File: config.mk
export PLATFORM = sky130hd
export DESIGN_NAME = sdio_data_control
export DESIGN_NICKNAME = d
export VERILOG_FILES = /design/src/sdio_data_pkg.sv /design/src/sdio_data_control.sv /design/src/sdio_func_router.sv /design/src/sdio_xfer_sequencer.sv /design/src/sdio_xfer_config.sv
export SDC_FILE = /design/constraint.sdc
export NUM_CORES = 1
export LEC_CHECK = 0
export BUFFER_PORTS_ARGS = -buffer_cell sky130_fd_sc_hd__buf_2
export CORE_MARGIN = 1
export CORE_UTILIZATION = 52
export DETAILED_ROUTE_END_ITERATION = 8
export PLACE_DENSITY = 0.85
export SLEW_MARGIN = 20
export SYNTH_ARGS = -nofsm -noshare
export SYNTH_HDL_FRONTEND = slang
export SYNTH_SLANG_ARGS = --single-unit
File: constraint.sdc
create_clock -name sdio_clk -period 6.12 [get_ports sdio_clk]
set_input_delay 0.306 -clock sdio_clk [delete_from_list [all_inputs] [get_ports sdio_clk]]
set_output_delay 0.306 -clock sdio_clk [all_outputs]
set_load 0.01 [all_outputs]
File: src/sdio_data_pkg.sv
package sdio_data_pkg;

  // data path widths
  localparam int BYTE_W  = 8;
  localparam int ADDR_W  = 18;
  localparam int CNT_W   = 9;
  // wide enough to hold 512
  localparam int TOTAL_W = 10;

  // block size, also what a zero count stands for
  localparam int BLOCK_BYTES = 512;

  // cia, functions 1..7 and memory
  localparam int NUM_TARGETS = 9;
  localparam int MEM_TARGET  = 8;

  typedef logic [3:0] target_idx_t;

  // controller to target
  typedef struct packed {
    logic              wr_stb;
    logic [BYTE_W-1:0] wr_data;
    logic              hst_rdy;
    logic              activate;
  } func_down_t;

  // target to controller
  typedef struct packed {
    logic              rd_stb;
    logic [BYTE_W-1:0] rd_data;
    logic              com_rdy;
  } func_up_t;

  // transfer setup, total already has the zero rule applied
  typedef struct packed {
    logic               block_mode;
    logic               inc_addr;
    logic [ADDR_W-1:0]  start_addr;
    logic [TOTAL_W-1:0] total;
    target_idx_t        target;
  } xfer_cfg_t;

  typedef enum logic [1:0] {
    ST_IDLE,
    ST_CONFIG,
    ST_ACTIVE,
    ST_FINISHED
  } seq_state_t;

endpackage
File: src/sdio_data_control.sv
`timescale 1ns/1ps

module sdio_data_control
  import sdio_data_pkg::*;
(
  input  logic               sdio_clk,
  input  logic               rst,

  // transfer setup
  input  logic               i_activate,
  input  logic               i_block_mode,
  input  logic               i_inc_addr,
  input  logic [ADDR_W-1:0]  i_cmd_address,
  input  logic [CNT_W-1:0]   i_data_cnt,
  input  logic [2:0]         i_func_sel,
  input  logic               i_mem_sel,

  // data phy
  input  logic               i_phy_wr_stb,
  input  logic [BYTE_W-1:0]  i_phy_wr_data,
  output logic               o_phy_rd_stb,
  output logic [BYTE_W-1:0]  o_phy_rd_data,
  output logic               o_phy_com_rdy,

  // cia, functions and memory
  output func_down_t         o_func_down [NUM_TARGETS],
  input  func_up_t           i_func_up [NUM_TARGETS],

  output logic [ADDR_W-1:0]  o_address,
  output logic [TOTAL_W-1:0] o_total_data_cnt,
  output logic               o_finished
);

  xfer_cfg_t cfg;
  logic      data_rdy;
  logic      byte_stb;

  sdio_xfer_config u_config (
    .sdio_clk      (sdio_clk),
    .rst           (rst),
    .i_activate    (i_activate),
    .i_block_mode  (i_block_mode),
    .i_inc_addr    (i_inc_addr),
    .i_cmd_address (i_cmd_address),
    .i_data_cnt    (i_data_cnt),
    .i_func_sel    (i_func_sel),
    .i_mem_sel     (i_mem_sel),
    .o_cfg         (cfg)
  );

  sdio_xfer_sequencer u_sequencer (
    .sdio_clk         (sdio_clk),
    .rst              (rst),
    .i_activate       (i_activate),
    .i_cfg            (cfg),
    .i_byte_stb       (byte_stb),
    .o_data_rdy       (data_rdy),
    .o_address        (o_address),
    .o_total_data_cnt (o_total_data_cnt),
    .o_finished       (o_finished)
  );

  sdio_func_router u_router (
    .i_cfg         (cfg),
    .i_activate    (i_activate),
    .i_data_rdy    (data_rdy),
    .i_phy_wr_stb  (i_phy_wr_stb),
    .i_phy_wr_data (i_phy_wr_data),
    .o_phy_rd_stb  (o_phy_rd_stb),
    .o_phy_rd_data (o_phy_rd_data),
    .o_phy_com_rdy (o_phy_com_rdy),
    .o_func_down   (o_func_down),
    .i_func_up     (i_func_up),
    .o_byte_stb    (byte_stb)
  );

endmodule

File: src/sdio_func_router.sv
`timescale 1ns/1ps

module sdio_func_router
  import sdio_data_pkg::*;
(
  input  xfer_cfg_t         i_cfg,
  input  logic              i_activate,
  input  logic              i_data_rdy,

  // phy side
  input  logic              i_phy_wr_stb,
  input  logic [BYTE_W-1:0] i_phy_wr_data,
  output logic              o_phy_rd_stb,
  output logic [BYTE_W-1:0] o_phy_rd_data,
  output logic              o_phy_com_rdy,

  // target side
  output func_down_t        o_func_down [NUM_TARGETS],
  input  func_up_t          i_func_up [NUM_TARGETS],

  // byte moved in either direction
  output logic              o_byte_stb
);

  logic sel_valid;
  logic sel_wr_stb;

  // downstream, only the selected target sees anything
  always_comb begin
    for (int i = 0; i < NUM_TARGETS; i++) begin
      o_func_down[i] = '0;
      if (i_cfg.target == target_idx_t'(i)) begin
        o_func_down[i].wr_stb   = i_phy_wr_stb;
        o_func_down[i].wr_data  = i_phy_wr_data;
        o_func_down[i].hst_rdy  = i_data_rdy;
        o_func_down[i].activate = i_activate;
      end
    end
  end

  // upstream mux from the selected target
  always_comb begin
    sel_valid     = 1'b0;
    o_phy_rd_stb  = 1'b0;
    o_phy_rd_data = '0;
    o_phy_com_rdy = 1'b0;
    for (int i = 0; i < NUM_TARGETS; i++) begin
      if (i_cfg.target == target_idx_t'(i)) begin
        sel_valid     = 1'b1;
        o_phy_rd_stb  = i_func_up[i].rd_stb;
        o_phy_rd_data = i_func_up[i].rd_data;
        // card ready only counts while the sequencer takes data
        o_phy_com_rdy = i_func_up[i].com_rdy & i_data_rdy;
      end
    end
  end

  // index 9..15 reaches no target, so its writes are not counted
  assign sel_wr_stb = sel_valid & i_phy_wr_stb;
  assign o_byte_stb = sel_wr_stb | o_phy_rd_stb;

endmodule

File: src/sdio_xfer_sequencer.sv
`timescale 1ns/1ps

module sdio_xfer_sequencer
  import sdio_data_pkg::*;
(
  input  logic               sdio_clk,
  input  logic               rst,

  input  logic               i_activate,
  input  xfer_cfg_t          i_cfg,
  input  logic               i_byte_stb,

  output logic               o_data_rdy,
  output logic [ADDR_W-1:0]  o_address,
  output logic [TOTAL_W-1:0] o_total_data_cnt,
  output logic               o_finished
);

  seq_state_t         state;
  logic [TOTAL_W-1:0] byte_cnt;
  logic [TOTAL_W-1:0] block_cnt;
  logic               last_byte;
  logic               more_blocks;

  // the strobe about to be counted completes the block
  assign last_byte = i_byte_stb && (byte_cnt == o_total_data_cnt - 1'b1);

  // block_cnt already counts the block in flight
  assign more_blocks = i_cfg.block_mode && (block_cnt < i_cfg.total);

  assign o_finished = (state == ST_FINISHED);

  always_ff @(posedge sdio_clk) begin
    if (rst) begin
      state            <= ST_IDLE;
      byte_cnt         <= '0;
      block_cnt        <= '0;
      o_data_rdy       <= 1'b0;
      o_address        <= '0;
      o_total_data_cnt <= '0;
    end else begin
      case (state)
        ST_IDLE: begin
          byte_cnt         <= '0;
          block_cnt        <= '0;
          o_data_rdy       <= 1'b0;
          o_total_data_cnt <= '0;
          if (i_activate) begin
            state <= ST_CONFIG;
          end
        end

        ST_CONFIG: begin
          byte_cnt <= '0;
          // first pass of a transfer, config is valid from here on
          if (block_cnt == '0) begin
            o_address <= i_cfg.start_addr;
          end
          if (i_cfg.block_mode) begin
            o_total_data_cnt <= TOTAL_W'(BLOCK_BYTES);
            block_cnt        <= block_cnt + 1'b1;
          end else begin
            o_total_data_cnt <= i_cfg.total;
          end
          state <= ST_ACTIVE;
        end

        ST_ACTIVE: begin
          if (byte_cnt < o_total_data_cnt) begin
            o_data_rdy <= 1'b1;
            if (i_byte_stb) begin
              byte_cnt <= byte_cnt + 1'b1;
              if (i_cfg.inc_addr) begin
                o_address <= o_address + 1'b1;
              end
            end
            // close the window on the last byte so no extra byte slips in
            if (last_byte) begin
              o_data_rdy <= 1'b0;
            end
          end else begin
            o_data_rdy <= 1'b0;
            if (more_blocks) begin
              state <= ST_CONFIG;
            end else begin
              state <= ST_FINISHED;
            end
          end
        end

        ST_FINISHED: begin
          o_data_rdy <= 1'b0;
        end

        default: begin
          state <= ST_IDLE;
        end
      endcase

      // activate low cancels or closes the transfer
      if (!i_activate) begin
        state      <= ST_IDLE;
        o_data_rdy <= 1'b0;
      end
    end
  end

endmodule

File: src/sdio_xfer_config.sv
`timescale 1ns/1ps

module sdio_xfer_config
  import sdio_data_pkg::*;
(
  input  logic              sdio_clk,
  input  logic              rst,

  input  logic              i_activate,
  input  logic              i_block_mode,
  input  logic              i_inc_addr,
  input  logic [ADDR_W-1:0] i_cmd_address,
  input  logic [CNT_W-1:0]  i_data_cnt,
  input  logic [2:0]        i_func_sel,
  input  logic              i_mem_sel,

  output xfer_cfg_t         o_cfg
);

  logic      captured;
  xfer_cfg_t next_cfg;

  // setup as seen on the inputs right now
  always_comb begin
    next_cfg.block_mode = i_block_mode;
    next_cfg.inc_addr   = i_inc_addr;
    next_cfg.start_addr = i_cmd_address;

    // a count of zero means 512 bytes or 512 blocks
    if (i_data_cnt == '0) begin
      next_cfg.total = TOTAL_W'(BLOCK_BYTES);
    end else begin
      next_cfg.total = TOTAL_W'(i_data_cnt);
    end

    // memory select overrides the function number
    if (i_mem_sel) begin
      next_cfg.target = target_idx_t'(MEM_TARGET);
    end else begin
      next_cfg.target = target_idx_t'(i_func_sel);
    end
  end

  // follows the inputs while no transfer runs,
  // the first edge with activate high freezes it
  always_ff @(posedge sdio_clk) begin
    if (rst) begin
      captured <= 1'b0;
      o_cfg    <= '0;
    end else begin
      if (!captured) begin
        o_cfg <= next_cfg;
      end
      // flag stays set for the whole transfer
      captured <= i_activate;
    end
  end

endmodule

==> results <==
- The cell area power density is 182.4 nW/µm².
- The area used by multi-input combinational logic is 4035 µm².
- The half-perimeter wire length after placement is 16430 µm.
- The number of antenna repair diodes is 0.
- The area of the mapped netlist is 6025 µm².
- The initial antenna violation count is 3.
- The longest clock path from root to sink contains 2 buffers.
- For this run, the top clock speed supported by timing is 0.3073 GHz.
- At the pin with the least slew margin, the transition time is 1.075 ns.
- The number of post-CTS setup repair buffers is 0.
- The clock transition time at the flip-flop clock pins of the worst setup and hold paths is 0.07 ns.
- TritonCTS built the clock tree.
- Setup violations remaining at the end of the flow were counted as 0.
- Dividing the detail-routed wire length by the instance count gives 18.66 µm.
- The count of flip-flops with a built-in enable after synthesis is 0.
- The routability congestion estimate is 0.9704.
- Entering global routing, the biggest net connects 41 pins.
- Once the clock tree was built, the resizer swapped 0 gates to a different size.
- The required time of the critical path is 6.39 ns.
- Of the available clock period, the critical path in the final layout requires 53.16%.
- The number of detailed-routing iterations run before antenna repair is 8.
- Sequential elements use 28.58% of the synthesized area.
- The relative slew slack is 28.32%.
- The commonest register cell after synthesis is sky130_fd_sc_hd__dfxtp_1.
- Of the total synthesized cell area, the portion taken by AND, OR, NAND and NOR gates is 28.56%.
- In this run the mean area of a mapped cell was 7.844 µm².
- The total global routing overflow is 0.
- Across the VDD grid, the largest voltage drop is 0.0001561 V.
- The area growth from synthesis to layout is 29.72%.
- The category of the most critical setup path is flip-flop to flip-flop.
- Setup repair after global routing left no endpoint under its margin.
- The clock buffer count from CTS is 9.
- The clock root buffer is sky130_fd_sc_hd__clkbuf_16.
- The final net count is 1180.
- Once the floorplan was initialized, standard cells occupied 54.38% of the core.
- The area share of xor/xnor cells in the synthesized design is 1.745%.
- By area the synthesized netlist is led by sky130_fd_sc_hd__dfxtp_1, sky130_fd_sc_hd__and2_1, sky130_fd_sc_hd__mux2i_1.
- The final hold violation count is 0.
- The cell count after synthesis is 768.
- The nature of the critical path startpoint is a flip-flop.
- Summed over all instances, the cell type with the most area after synthesis is sky130_fd_sc_hd__dfxtp_1.
- The worst hold-check path type is input port to flip-flop.
- Counting every sink on the clock net gives 86.
- For this run, asynchronously set or reset flops after synthesis account for 0%.
- Detailed routing inserted a total of 7008 vias.
- The total core area is 11080 µm².
- The final-report max-slew violation count came to 0.
- The number of global-route vias before repair is 6272.
- The floorplan row count is 38.
- Synthesis inferred 86 register bits.
- The total global-route track usage is 35.97%.
- The dominant combinational cell family by area after synthesis is simple AND/OR/NAND/NOR gates.
- In this run the tool buffered the top-level ports with 272 buffer cells.
- The category of the worst setup path capture point is a flip-flop.
- The wire length of the first global-routing pass is 32530 µm.
- The tool flagged a number of max-cap violations equal to 0.
- The largest fanout of any net on the critical path is 20.
- The fill cell instance count of the final layout is 934.
- The residual DRC count is 0.
- Summing the areas of all compound-gate instances in the mapped netlist gives 23.34% of the synthesized area.
- The hold-fix buffer count after cts is 0.
- The flow ran to the end, and the final reports show no timing, DRC or antenna violations.
- Counting cells, the worst reg-to-reg path comes to 8.
- The final worst clock skew is 0.01135 ns.
- The total leakage power is 3.575 nW.
- The level count of the clock H-tree is 3.
- The I/O pin count is 273.
- The number of violations reported at the end of detailed-routing iteration 0 is 649.
- The arrival time of the worst setup path is 3.53 ns.
- The count of unique library cells instantiated by Yosys is 63.
- The synthesized net count is 932.
- The overall routed net length is 21660 µm.
- Measured along the x axis, the die boundary spans 109.6 µm.
- The average vias per placed instance is 6.036.
- The clock insertion delay at the later pin of the skew report is 0.35 ns.
- Once detail routing completed, the nets flagged for antenna violations numbered 0.
- The clock period minus worst slack is 3.254 ns.
- For this run, the number of Yosys warnings is 0.
- The area taken by flip-flops and latches is 1723 µm².
- The summed negative setup slack over all endpoints is 0 ns.
- The design draws 0.001426 W.
- The area share of the leading cell type in the synthesized netlist is 28.58%.
- The adder and majority gate portion of the synthesized area is 6.023%.
- The height of the die is 109.6 µm.
- The worst hold path passes through 3 cells.
- The share of final-layout standard cells stronger than drive strength 1 is 30.66%.
- The multiplexer share of the synthesized area is 6.480%.
- The floorplan step defined a die boundary enclosing 12020 µm².
Yosys cell counts, types with 12 or more instances:
library cell / number
sky130_fd_sc_hd__a21oi_1: 30
sky130_fd_sc_hd__o21ai_0: 14
sky130_fd_sc_hd__nand3_1: 24
sky130_fd_sc_hd__nor2_1: 72
sky130_fd_sc_hd__nand2_1: 41
sky130_fd_sc_hd__clkbuf_1: 35
sky130_fd_sc_hd__dfxtp_1: 86
sky130_fd_sc_hd__a221oi_1: 12
sky130_fd_sc_hd__and2_1: 95
sky130_fd_sc_hd__a22oi_1: 17
sky130_fd_sc_hd__mux2i_1: 39
sky130_fd_sc_hd__nor3_1: 31
sky130_fd_sc_hd__a31oi_1: 21
sky130_fd_sc_hd__or3_1: 12
sky130_fd_sc_hd__inv_1: 37
sky130_fd_sc_hd__ha_1: 29
routing by layer:
layer	up-vias	global-route usage (%)	share of wire (%)
li1	3325	-	-
met4	0	8.476	2.1
met3	40	15.53	13
met5	-	0	0
met2	405	56.92	44
met1	3238	45.04	41
kinds of logic after synthesis:
kind of cell | Yosys count
flip-flops | 86
buffers and inverters | 84
multiplexers | 39
adder cells (fa/ha/maj) | 29
AO/OA/AOI/OAI | 192
AND/OR/NAND/NOR | 326
XOR/XNOR | 12
final timing paths:
kind                                                       from                         to  slack (ns)
worst max-delay path            u_sequencer.o_total_data_cnt[7]  u_sequencer.o_address[11]        2.87
worst min register to register               u_config.o_cfg[20]         u_config.o_cfg[20]        0.50
worst min-delay path                           i_cmd_address[5]         u_config.o_cfg[19]        0.19
worst max register to register  u_sequencer.o_total_data_cnt[7]  u_sequencer.o_address[11]        2.87
through the flow:
step	instances	utilization (%)	setup slack (ns)	area (µm²)	hold WS [ns]
after floorplan	768	-	3.205	6025	0.4499
after CTS	1161	70.39	2.786	7797	0.1867
after global placement	1145	67.69	2.970	7498	0.4775
after global routing	1161	70.54	2.742	7815	0.1885
after detailed placement	1145	67.69	2.930	7498	0.4865
final	1161	70.54	2.866	7815	0.1867
state kept, by name (all words and copies together) (netlist names):
name,count
u_sequencer.o_address,18
u_sequencer.o_data_rdy,1
u_config.o_cfg,34
u_sequencer.state,2
u_sequencer.byte_cnt,10
u_sequencer.o_total_data_cnt,10
u_sequencer.block_cnt,10
u_config.captured,1
worst max-delay path, stage by stage, from the launching register on:
cell and delay [ns]:
sky130_fd_sc_hd__dfxtp_1 0.41, sky130_fd_sc_hd__inv_1 0.12, sky130_fd_sc_hd__ha_1 0.34, sky130_fd_sc_hd__a2111oi_2 0.33
sky130_fd_sc_hd__inv_2 0.07, sky130_fd_sc_hd__or4_4 0.56, sky130_fd_sc_hd__a221o_1 0.61, sky130_fd_sc_hd__or4_1 0.60
sky130_fd_sc_hd__a31oi_1 0.16
cells in the final DEF, fill, tap and decap left out, types with 14 or more instances in the layout:
| master | netlist | routed |
|---|---|---|
| sky130_fd_sc_hd__buf_2 | 2 | 272 |
| sky130_fd_sc_hd__and2_1 | 95 | 95 |
| sky130_fd_sc_hd__dfxtp_1 | 86 | 85 |
| sky130_fd_sc_hd__nor2_1 | 72 | 70 |
| sky130_fd_sc_hd__nand2_1 | 41 | 41 |
| sky130_fd_sc_hd__mux2i_1 | 39 | 39 |
| sky130_fd_sc_hd__inv_1 | 37 | 37 |
| sky130_fd_sc_hd__a21oi_1 | 30 | 30 |
| sky130_fd_sc_hd__ha_1 | 29 | 29 |
| sky130_fd_sc_hd__nor3_1 | 31 | 27 |
| sky130_fd_sc_hd__nand3_1 | 24 | 24 |
| sky130_fd_sc_hd__a31oi_1 | 21 | 21 |
| sky130_fd_sc_hd__a22oi_1 | 17 | 17 |
| sky130_fd_sc_hd__o21ai_0 | 14 | 14 |
layout make-up:
type                    instances  area share [%]
well taps                     140           2.241
inverters                      39           1.873
clock buffers                  10           2.930
multi-input cells             598           51.63
flip-flops and latches         86           22.05
clock inverters                 6          0.8966
repair buffers                282           18.38
report_power, final:
| group | switching, W | total [W] | internal [W] |
|---|---|---|---|
| Combinational | 0.000149 | 0.000260 | 0.000111 |
| Sequential | 0.0000305 | 0.000610 | 0.000580 |
| Clock | 0.000237 | 0.000555 | 0.000319 |
Note: power is estimated with default switching activity, not from simulation.
